## src/hw/multPkg.sv

```systemverilog
/*
  Shared widths and types for the pipelined 7x7 radix-4 Booth multiplier.
  Tree rows are aligned to column 0. They are wide enough for the
  sign extension constants and the final carry.
*/
package multPkg;

  // operand width fixes the Booth digit count and tree shape
  localparam int OperandWidth = 7;
  localparam int ProductWidth = 2 * OperandWidth;

  // four Booth digits plus the sign correction row
  localparam int PpRows = 5;

  // columns of the partial product matrix
  localparam int TreeWidth = 16;

  typedef logic [OperandWidth-1:0] operand_t;
  typedef logic [ProductWidth-1:0] product_t;

  typedef logic [TreeWidth-1:0] treeRow_t;

  // row i of the matrix starts at column 2i
  typedef treeRow_t [PpRows-1:0] ppArray_t;

endpackage

```

## src/hw/boothMultiplier.sv

```systemverilog
/*
  Pipelined 7x7 unsigned Booth multiplier with credit flow control.
  Operands are registered, reduced by the Booth tree into a second
  register stage, added, then buffered until the receiver has credit.
*/
module boothMultiplier
  import multPkg::*;
#(
  parameter int FifoDepth = 4,
  parameter int OutCredits = 2
) (
  input  logic     clk,
  input  logic     rst,
  input  logic     inValid,
  input  operand_t inA,
  input  operand_t inB,
  output logic     inCredit,
  output logic     outValid,
  output product_t outProduct,
  input  logic     outCredit
);

  logic s1Valid;
  operand_t s1A;
  operand_t s1B;
  ppArray_t ppRows;
  treeRow_t treeSum;
  treeRow_t treeCarry;
  logic s2Valid;
  treeRow_t s2Sum;
  treeRow_t s2Carry;
  treeRow_t finalSum;

  always_ff @(posedge clk) begin
    if (rst) begin
      s1Valid <= 1'b0;
      s2Valid <= 1'b0;
    end else begin
      s1Valid <= inValid;
      s2Valid <= s1Valid;
    end
  end

  // stage payload, loaded only with valid data
  always_ff @(posedge clk) begin
    if (inValid) begin
      s1A <= inA;
      s1B <= inB;
    end
    if (s1Valid) begin
      s2Sum <= treeSum;
      s2Carry <= treeCarry;
    end
  end

  boothPpGen u_boothPpGen (
    .multiplicand(s1A),
    .multiplier  (s1B),
    .ppRows      (ppRows)
  );

  wallaceTree u_wallaceTree (
    .ppRows  (ppRows),
    .sumRow  (treeSum),
    .carryRow(treeCarry)
  );

  carrySelectAdder u_carrySelectAdder (
    .a  (s2Sum),
    .b  (s2Carry),
    .sum(finalSum)
  );

  // bits above the product only hold the folded sign constants
  creditFifo #(
    .FifoDepth (FifoDepth),
    .OutCredits(OutCredits)
  ) u_creditFifo (
    .clk       (clk),
    .rst       (rst),
    .wrValid   (s2Valid),
    .wrData    (finalSum[ProductWidth-1:0]),
    .outValid  (outValid),
    .outProduct(outProduct),
    .outCredit (outCredit),
    .inCredit  (inCredit)
  );

endmodule

```

## src/hw/boothPpGen.sv

```systemverilog
/*
  Radix-4 modified Booth partial product generator.
  Recodes the multiplier into four signed digits and builds the five
  partial product rows, with constant ones in place of sign extension.
*/
module boothPpGen
  import multPkg::*;
(
  input  operand_t multiplicand,
  input  operand_t multiplier,
  output ppArray_t ppRows
);

  localparam int Digits = PpRows - 1;
  // magnitude of up to twice the multiplicand, plus the inverted sign
  localparam int BodyWidth = OperandWidth + 2;

  // multiplier with a zero below bit 0 and a zero above the top bit
  logic [OperandWidth+1:0] bExt;
  logic [Digits-1:0] digitNeg;
  logic [Digits-1:0] digitOne;
  logic [Digits-1:0] digitTwo;
  logic [BodyWidth-1:0] body [Digits];

  assign bExt = {1'b0, multiplier, 1'b0};

  for (genvar i = 0; i < Digits; i++) begin : gDigit
    logic [2:0] triple;
    logic [OperandWidth:0] mag;

    // overlapping triples, one digit per two multiplier bits
    assign triple = bExt[2*i +: 3];
    assign digitNeg[i] = triple[2];
    assign digitOne[i] = triple[1] ^ triple[0];
    assign digitTwo[i] = (triple[2] ^ triple[1]) & ~digitOne[i];

    // one or two times the multiplicand, zero if neither
    assign mag = ({(OperandWidth + 1){digitOne[i]}} & {1'b0, multiplicand})
               | ({(OperandWidth + 1){digitTwo[i]}} & {multiplicand, 1'b0});

    // ones complement for negative digits, inverted sign on top
    assign body[i] = {~digitNeg[i], mag ^ {(OperandWidth + 1){digitNeg[i]}}};
  end

  always_comb begin
    ppRows = '0;

    for (int i = 0; i < Digits; i++) begin
      ppRows[i][2*i +: BodyWidth] = body[i];
    end

    // constant ones just above the body of all but the last digit
    for (int i = 0; i < Digits - 1; i++) begin
      ppRows[i][2*i + BodyWidth] = 1'b1;
    end

    // +1 of a negative digit goes into the low end of the next row
    for (int i = 1; i <= Digits; i++) begin
      ppRows[i][2*i - 2] = digitNeg[i-1];
    end

    // last constant sits with the final correction bit
    ppRows[Digits][2*Digits] = 1'b1;
  end

endmodule

```

## src/hw/carrySelectAdder.sv

```systemverilog
/*
  Carry-select adder for the two tree rows.
  Blocks of growing width each ripple twice, once per carry-in value,
  and the carry from the block below picks the result.
*/
module carrySelectAdder
  import multPkg::*;
(
  input  treeRow_t a,
  input  treeRow_t b,
  output treeRow_t sum
);

  localparam int Blocks = 6;
  // block boundaries, widths 1, 1, 2, 3, 4 and the rest
  localparam int Bound [Blocks+1] = '{0, 1, 2, 4, 7, 11, TreeWidth};

  // carry into each block
  logic [Blocks-1:0] blockCarry;

  // returns {carry, sum}
  function automatic logic [1:0] fullAdd(logic x, logic y, logic ci);
    return {(x & y) | (ci & (x ^ y)), x ^ y ^ ci};
  endfunction

  // block 0 sees a constant zero, so its select folds away
  assign blockCarry[0] = 1'b0;

  for (genvar k = 0; k < Blocks; k++) begin : gBlock
    localparam int Lo = Bound[k];
    localparam int Width = Bound[k+1] - Bound[k];

    logic [Width:0] ripple0;
    logic [Width:0] ripple1;
    logic [Width-1:0] sum0;
    logic [Width-1:0] sum1;

    always_comb begin
      ripple0[0] = 1'b0;
      ripple1[0] = 1'b1;
      for (int j = 0; j < Width; j++) begin
        {ripple0[j+1], sum0[j]} = fullAdd(a[Lo+j], b[Lo+j], ripple0[j]);
        {ripple1[j+1], sum1[j]} = fullAdd(a[Lo+j], b[Lo+j], ripple1[j]);
      end
    end

    assign sum[Lo +: Width] = blockCarry[k] ? sum1 : sum0;

    // top block carry is dropped
    if (k < Blocks - 1) begin : gCarry
      assign blockCarry[k+1] = blockCarry[k] ? ripple1[Width] : ripple0[Width];
    end
  end

endmodule

```

## src/hw/creditFifo.sv

```systemverilog
/*
  Product buffer with credit flow control on both sides.
  Sends while it holds receiver credits and returns one sender
  credit per product that leaves.
*/
module creditFifo
  import multPkg::*;
#(
  parameter int FifoDepth = 4,
  parameter int OutCredits = 2
) (
  input  logic     clk,
  input  logic     rst,
  input  logic     wrValid,
  input  product_t wrData,
  output logic     outValid,
  output product_t outProduct,
  input  logic     outCredit,
  output logic     inCredit
);

  localparam int PtrWidth = (FifoDepth > 1) ? $clog2(FifoDepth) : 1;
  localparam int CountWidth = $clog2(FifoDepth + 1);
  localparam int CreditWidth = $clog2(OutCredits + 1);

  product_t mem [FifoDepth];
  logic [PtrWidth-1:0] rdPtr;
  logic [PtrWidth-1:0] wrPtr;
  logic [CountWidth-1:0] count;
  logic [CreditWidth-1:0] credits;

  function automatic logic [PtrWidth-1:0] nextPtr(logic [PtrWidth-1:0] ptr);
    if (ptr == PtrWidth'(FifoDepth - 1)) begin
      return '0;
    end
    return ptr + 1'b1;
  endfunction

  // every outValid cycle is a transfer
  assign outValid = (count != '0) && (credits != '0);
  assign outProduct = mem[rdPtr];

  always_ff @(posedge clk) begin
    if (wrValid) begin
      mem[wrPtr] <= wrData;
    end
  end

  always_ff @(posedge clk) begin
    if (rst) begin
      rdPtr <= '0;
      wrPtr <= '0;
      count <= '0;
    end else begin
      if (wrValid) begin
        wrPtr <= nextPtr(wrPtr);
      end
      if (outValid) begin
        rdPtr <= nextPtr(rdPtr);
      end
      case ({wrValid, outValid})
        2'b10:   count <= count + 1'b1;
        2'b01:   count <= count - 1'b1;
        default: count <= count;
      endcase
    end
  end

  always_ff @(posedge clk) begin
    if (rst) begin
      credits <= CreditWidth'(OutCredits);
      inCredit <= 1'b0;
    end else begin
      case ({outCredit, outValid})
        2'b10:   credits <= credits + 1'b1;
        2'b01:   credits <= credits - 1'b1;
        default: credits <= credits;
      endcase
      // slot freed, hand a credit back upstream
      inCredit <= outValid;
    end
  end

endmodule

```

## src/hw/wallaceTree.sv

```systemverilog
/*
  Wallace tree for the Booth partial product matrix.
  Three carry-save stages reduce five rows to one sum row
  and one carry row.
*/
module wallaceTree
  import multPkg::*;
(
  input  ppArray_t ppRows,
  output treeRow_t sumRow,
  output treeRow_t carryRow
);

  treeRow_t sum1;
  treeRow_t carry1;
  treeRow_t sum2;
  treeRow_t carry2;

  // 3:2 compression per column, carry moves up one column
  // columns with a zero input reduce to half adders after synthesis
  function automatic void csaRow(
    input  treeRow_t x,
    input  treeRow_t y,
    input  treeRow_t z,
    output treeRow_t s,
    output treeRow_t c
  );
    c = '0;
    for (int col = 0; col < TreeWidth; col++) begin
      s[col] = x[col] ^ y[col] ^ z[col];
      // carry out of the top column is beyond the product
      if (col < TreeWidth - 1) begin
        c[col+1] = (x[col] & y[col]) | (y[col] & z[col]) | (z[col] & x[col]);
      end
    end
  endfunction

  // stage 1, rows 0 to 2
  always_comb begin
    csaRow(ppRows[0], ppRows[1], ppRows[2], sum1, carry1);
  end

  // stage 2 folds in row 3
  always_comb begin
    csaRow(sum1, carry1, ppRows[3], sum2, carry2);
  end

  // stage 3 folds in the correction row
  always_comb begin
    csaRow(sum2, carry2, ppRows[4], sumRow, carryRow);
  end

endmodule

```

## config.mk

```make
export PLATFORM = sky130hd
export DESIGN_NAME = boothMultiplier
export DESIGN_NICKNAME = d
export VERILOG_FILES = /design/src/hw/multPkg.sv /design/src/hw/boothMultiplier.sv /design/src/hw/boothPpGen.sv /design/src/hw/carrySelectAdder.sv /design/src/hw/creditFifo.sv /design/src/hw/wallaceTree.sv
export SDC_FILE = /design/constraint.sdc
export NUM_CORES = 1
export LEC_CHECK = 0
export BUFFER_PORTS_ARGS = -buffer_cell sky130_fd_sc_hd__buf_4
export CAP_MARGIN = 20
export CORE_ASPECT_RATIO = 0.5
export CORE_MARGIN = 3
export CORE_UTILIZATION = 35
export CTS_BUF_LIST = sky130_fd_sc_hd__clkbuf_4 sky130_fd_sc_hd__clkbuf_8
export DETAILED_ROUTE_END_ITERATION = 12
export GPL_TIMING_DRIVEN = 0
export PLACE_DENSITY = 0.52
export SYNTH_ARGS = -nofsm -noshare
export SYNTH_HDL_FRONTEND = slang
export SYNTH_SLANG_ARGS = --single-unit
```

## constraint.sdc

```tcl
create_clock -name clk -period 8.6 [get_ports clk]
set_input_delay 1.72 -clock clk [delete_from_list [all_inputs] [get_ports clk]]
set_output_delay 1.72 -clock clk [all_outputs]
set_load 0.02 [all_outputs]
```

-- Word-level counts from Yosys, hierarchy flattened
Memories as Yosys holds them, arrays and structs flattened. A register that Yosys moved wholly into a read port is not among the register bits.
Index checks and enable logic that the tools add are counted.
- divide/modulo/power cells: 0
- shift-type cells: 0
- $mul: 0
- reductions and logical operators: 5
- multiplexer cells: 21
- eq/ne operators: 6
- bitwise operators: 233
- $add $sub $neg: 6
- $lt $le $gt $ge: 0
- operators by type and width (operator ; count):
    bitwise AND 1 bit ; 84
    XOR 1 bit ; 75
    OR 1 bit ; 45
    bitwise AND 8 x 7 -> 8 bit ; 4
    bitwise AND 8 bit ; 4
    OR 8 bit ; 4
    XOR 8 bit ; 3
    inverter 1 bit ; 14
    2-to-1 mux 2 bit ; 6
    2-to-1 mux 1 bit ; 10
    equality test 2 bit (second input constant) ; 4
    adder 2 x 1 -> 2 bit (second input constant) ; 3
    2-to-1 mux 3 bit ; 2
    one-hot mux 3 bit (2 select lines) ; 1
    nonzero test 2 bit ; 3
    equality test 2 x 1 -> 1 bit (second input constant) ; 2
    2-to-1 mux 4 bit ; 1
    one-hot mux 2 bit (2 select lines) ; 1
    adder 3 x 1 -> 3 bit (second input constant) ; 1
    nonzero test 3 bit ; 1
    subtractor 3 x 1 -> 3 bit (second input constant) ; 1
    subtractor 2 x 1 -> 2 bit (second input constant) ; 1
    logical AND 1 bit ; 1
- latch bits: 0
- register bits after elaboration: 53
- memories: 1
- RAM bits: 56
- bits in read-only memories: 0
- word-level logic and storage cells: 283
- memories (memory ; depth ; width ; read ports ; clocked after memory_dff ; wr ports ; line ; text):
    u_creditFifo.mem ; 4 ; 14 ; 1 ; 1 ; 1 ; creditFifo.sv:26 ; product_t mem [FifoDepth];

-- Longest topological paths before layout
- depth in word-level cells: 15
- mapped depth: 12
- mapped depth without buffers: 12

-- Modules after synthesis
Synthesis repeated with hierarchy kept, for this count alone.
- cell total of the unflattened synthesis: 458
- area total of the unflattened synthesis: 6703.9 sq um
- by module, submodules not included (module ; cells an instance ; times used ; area an instance (sq um)):
    creditFifo ; 133 ; 1 ; 2608.8
    boothMultiplier ; 50 ; 1 ; 1433.9
    boothPpGen ; 156 ; 1 ; 1139.8
    wallaceTree ; 59 ; 1 ; 989.7
    carrySelectAdder ; 60 ; 1 ; 531.8

-- Least setup slack after synthesis
No wires, ideal clock.
- path kind: flip-flop to flip-flop
- start point: register s2Sum[4]
- end point: memory u_creditFifo.mem[0][13] in the netlist's numbering (data pin)
- library setup time: 272 ps
- data arrival time: 3290 ps
- cell stages (with the launch flop): 12
- slack: 5038 ps
- required time: 8328 ps
- path through: edfxtp_1 -> fa_1 -> mux2i_1 -> fa_1 -> o21ai_0 -> fa_1 -> fa_1 -> fa_1 -> mux2i_1 -> fa_1 -> xnor2_1 -> xnor2_1
- word-level cells in the longest chain between the ends: 7
- RTL lines (element ; line ; text):
    from (decl) ; boothMultiplier.sv:30 ; treeRow_t s2Sum;
    from (signal assigned) ; boothMultiplier.sv:51 ; s2Sum <= treeSum;
    bitwise AND 1 bit ; carrySelectAdder.sv:23 ; return {(x & y) | (ci & (x ^ y)), x ^ y ^ ci};
    OR 1 bit ; carrySelectAdder.sv:23 ;
    bitwise AND 1 bit ; carrySelectAdder.sv:23 ;
    OR 1 bit ; carrySelectAdder.sv:23 ;
    2-to-1 mux 1 bit (2 in a row) ; carrySelectAdder.sv:51 ; assign blockCarry[k+1] = blockCarry[k] ? ripple1[Width] : ripple0[Width];
    2-to-1 mux 3 bit ; carrySelectAdder.sv:47 ; assign sum[Lo +: Width] = blockCarry[k] ? sum1 : sum0;
    named net finalSum[13] ; boothMultiplier.sv:32 ; treeRow_t finalSum;
    to (decl) ; creditFifo.sv:26 ;
The timed path passes the listed nets, and every way through them passes these cells.

-- Worst setup path in the final report
- start point: register s2Sum[4]
- end point: memory u_creditFifo.mem[2][13] in the netlist's numbering (data pin)
Same word-level chain as after synthesis.

==> results.py <==
metrics = {
    "run_status": {
        "outcome": "completed",
    },
    "layout": {
        "area_delta_synth_final_pct": 13.33,
        "finish.utilization_pct": 41.98,
        "multi_input_area_um2": 2143,
        "fin_nets": 518,
        "regArea_um2": 3103,
        "stdcell_count": 653,
        "layout_commonest_cell": "edfxtp_1",
        "drive_above_1_share_pct": 20.44,
        "n_antenna_cell": 0,
        "n_fill_cell": 1387,
        "layout_common_cells": "edfxtp_1, inv_1, buf_4, ha_1, a21oi_1",
    },
    "worst_setup_path": {
        "crit_path_frequent_cell": "fa_1",
        "crit_chain": "fa_1 > mux2i_1 > fa_1 > o21ai_0 > fa_1 > fa_1 > fa_1 > mux2i_1 > fa_1 > xnor2_1 > xnor2_1",
        "start_kind": "register",
        "crit_family": "adder cells",
        "worst_ep_required_time_ns": 8.70,
        "cpPeakStageDelay_ns": 0.46,
        "critical_path_class": "reg2reg",
        "path_buf_inv": 0,
        "endpoint_kind": "register",
        "critPathMaxFanout": 4,
        "arrival_ns": 4.17,
        "critPathSlowestCell": "xnor2_1",
    },
    "grt": {
        "grt_max_degree": 26,
        "grt_pass1_vias": 3053,
        "met2_usage_pct": 18.48,
        "grt_busiest_layer": "met2",
        "antenna_found_initial": 0,
        "grt_pass1_wl_um": 16210,
        "grt_use_total_pct": 12.14,
        "grt.overflow.total": 0,
        "grt.met3_usage_pct": 3.194,
        "grt_use_met1_pct": 17.25,
    },
    "floorplanning": {
        "die_area_um2": 17480,
        "die_y_um": 95.01,
        "coreArea_um2": 14970,
        "die_w_um": 184.0,
        "rows": 31,
        "start_util_pct": 37.04,
        "pin_count": 34,
    },
    "sta": {
        "rsz0062_at_grt": "no",
        "slew_viol_final": 0,
        "fmax_ghz": 0.2459,
        "slew_headroom_pct": 46.17,
        "fin_crit_sh_pct": 47.28,
        "tightest_slew_ns": 0.8074,
        "whs_ns": 0.4920,
        "min_period_ns": 4.066,
        "finalSetupViolations": 0,
        "fin_setup_tns_ns": 0,
        "fin_worst_skew_ns": 0.02013,
        "finalHoldViolCount": 0,
    },
    "placement": {
        "numPortBuffers": 33,
        "globalplace.congestion": 0.8275,
        "dp_hpwl_um": 7191,
        "dp_cells": 636,
    },
    "power": {
        "finalPower_mw": 1.609,
        "p_leak_nw": 2.360,
        "power.density_nw_per_um2": 255.9,
        "vdd_drop_max_v": 0.00007776,
    },
    "yosys": {
        "synth_cell_types": 44,
        "yosysWarnings": 0,
        "ys_seq_area_share_pct": 55.96,
        "postSynth.asyncResetShare_pct": 0,
        "avgSynthCellArea_um2": 13.69,
        "synth_edf_count": 94,
        "synth_ff_type": "edfxtp_1",
        "ys_ff_latch": 108,
        "synth_cells": 405,
        "syn_nets": 473,
        "synth_area_um2": 5545,
    },
    "clocking": {
        "root_buffer": "clkbuf_8",
        "post-cts-setup-buffers": 0,
        "cts_sinks": 108,
        "cts_hold_buffers": 0,
        "clkTransAtPathRegs_ns": 0.12,
        "cts_inserted_buffers": 9,
        "htree_num_levels": 3,
        "cts_resized": 0,
        "cts_buffer_depth": 2,
        "cts_tree": "yes",
        "clk_latency_ns": 0.38,
    },
    "detailed_routing": {
        "drt-pass1-iter-count": 4,
        "via_per_inst": 4.804,
        "wire_per_inst_um": 15.31,
        "dr_total_vias": 3137,
        "drt_iter0_drc": 189,
        "drc_errors": 0,
        "routed_wl_um": 9997,
        "ant_nets": 0,
    },
    "worst_hold_path": {
        "min_path_type": "reg2reg",
    },
    "flow_run": {
        "drv_cap": 0,
    },
}
report_power, final:
group	internal [mW]	total, mW	leakage [nW]	switching (mW)
clock	0.149	0.332	0.111	0.183
combinational	0.243	0.549	1.27	0.307
sequential	0.695	0.728	0.977	0.0330
total	1.09	1.61	2.36	0.522
worst reg2reg max path: cells and delay by family (launching register included):
kind	cells	cell delay (ns)
AOI/OAI and AO/OA	1	0.12
DFF	1	0.44
adders and majority gates	6	2.29
xor gates and xnor gates	2	0.60
muxes	2	0.35
per-stage QoR:
stage	setup WS [ns]	area, um2
finish	4.534	6285
global route	4.287	6285
CTS	4.448	6257
detailed placement	4.475	6041
global placement	4.502	6041
floorplan	5.038	5545
Yosys cell counts (5+ instances only):
cell	n	share of area (%)
mux2_2	6	1.2
o22ai_1	5	0.56
nand2_1	12	0.81
xnor2_1	9	1.4
edfxtp_1	94	51
nor2b_1	6	0.68
buf_2	13	1.2
clkbuf_1	5	0.34
dfxtp_1	14	5.1
a21oi_1	30	2.7
inv_1	39	2.6
ha_1	31	7.0
nor3_1	6	0.54
mux4_2	14	5.7
fa_1	19	6.9
a31oi_1	5	0.56
xor2_1	11	1.7
o21ai_0	16	1.4
nor2_1	20	1.4
cell type report:
type                       count  area share [%]
sequential                   108           49.37
multi-input combinational    231           34.10
timing repair buffer          34           4.380
tap                          198           3.942
inverter                      40           2.389
buffer                        26           2.369
clock buffer                  10           2.190
clock inverter                 6           1.254
registers in the layout (all words and copies together), names as in the netlist, 2 cells and up, named ones only:
name                  flops
s2Carry                  10
u_creditFifo.credits      2
u_creditFifo.count        3
s1B                       7
u_creditFifo.wrPtr        2
s2Sum                    14
u_creditFifo.rdPtr        2
s1A                       7
u_creditFifo.mem         56
metal layers:
layer / up-vias / share of wire, % / wire [um]
met5: - / 0 / 0
met4: 0 / 1.2 / 116
met3: 10 / 5.5 / 550
met2: 79 / 43 / 4253
met1: 1504 / 51 / 5076
li1: 1544 / - / -
cells by family after synthesis:
kind of cell             share of synthesized area (%)
AO/OA/AOI/OAI                                    8.123
XOR/XNOR                                         3.159
adder cells (fa/ha/maj)                          14.58
buffers and inverters                            5.392
flip-flops                                       55.96
multiplexers                                     7.626
AND/OR/NAND/NOR                                  5.167
path summary, 6_finish.rpt:
| check | startpoint | end | slack, ns | depth (start not counted) |
|---|---|---|---|---|
| min reg2reg | u_creditFifo.rdPtr[1]$_SDFFE_PP0P_ | register | 0.49 | 2 |
| min | u_creditFifo.rdPtr[1]$_SDFFE_PP0P_ | register | 0.49 | 2 |
| max | s2Sum[4]$_DFFE_PP_ | u_creditFifo.mem[2][13]$_DFFE_PP_ | 4.53 | 11 |
| max reg2reg | s2Sum[4]$_DFFE_PP_ | u_creditFifo.mem[2][13]$_DFFE_PP_ | 4.53 | 11 |
Power figures use the tool's default switching activity.
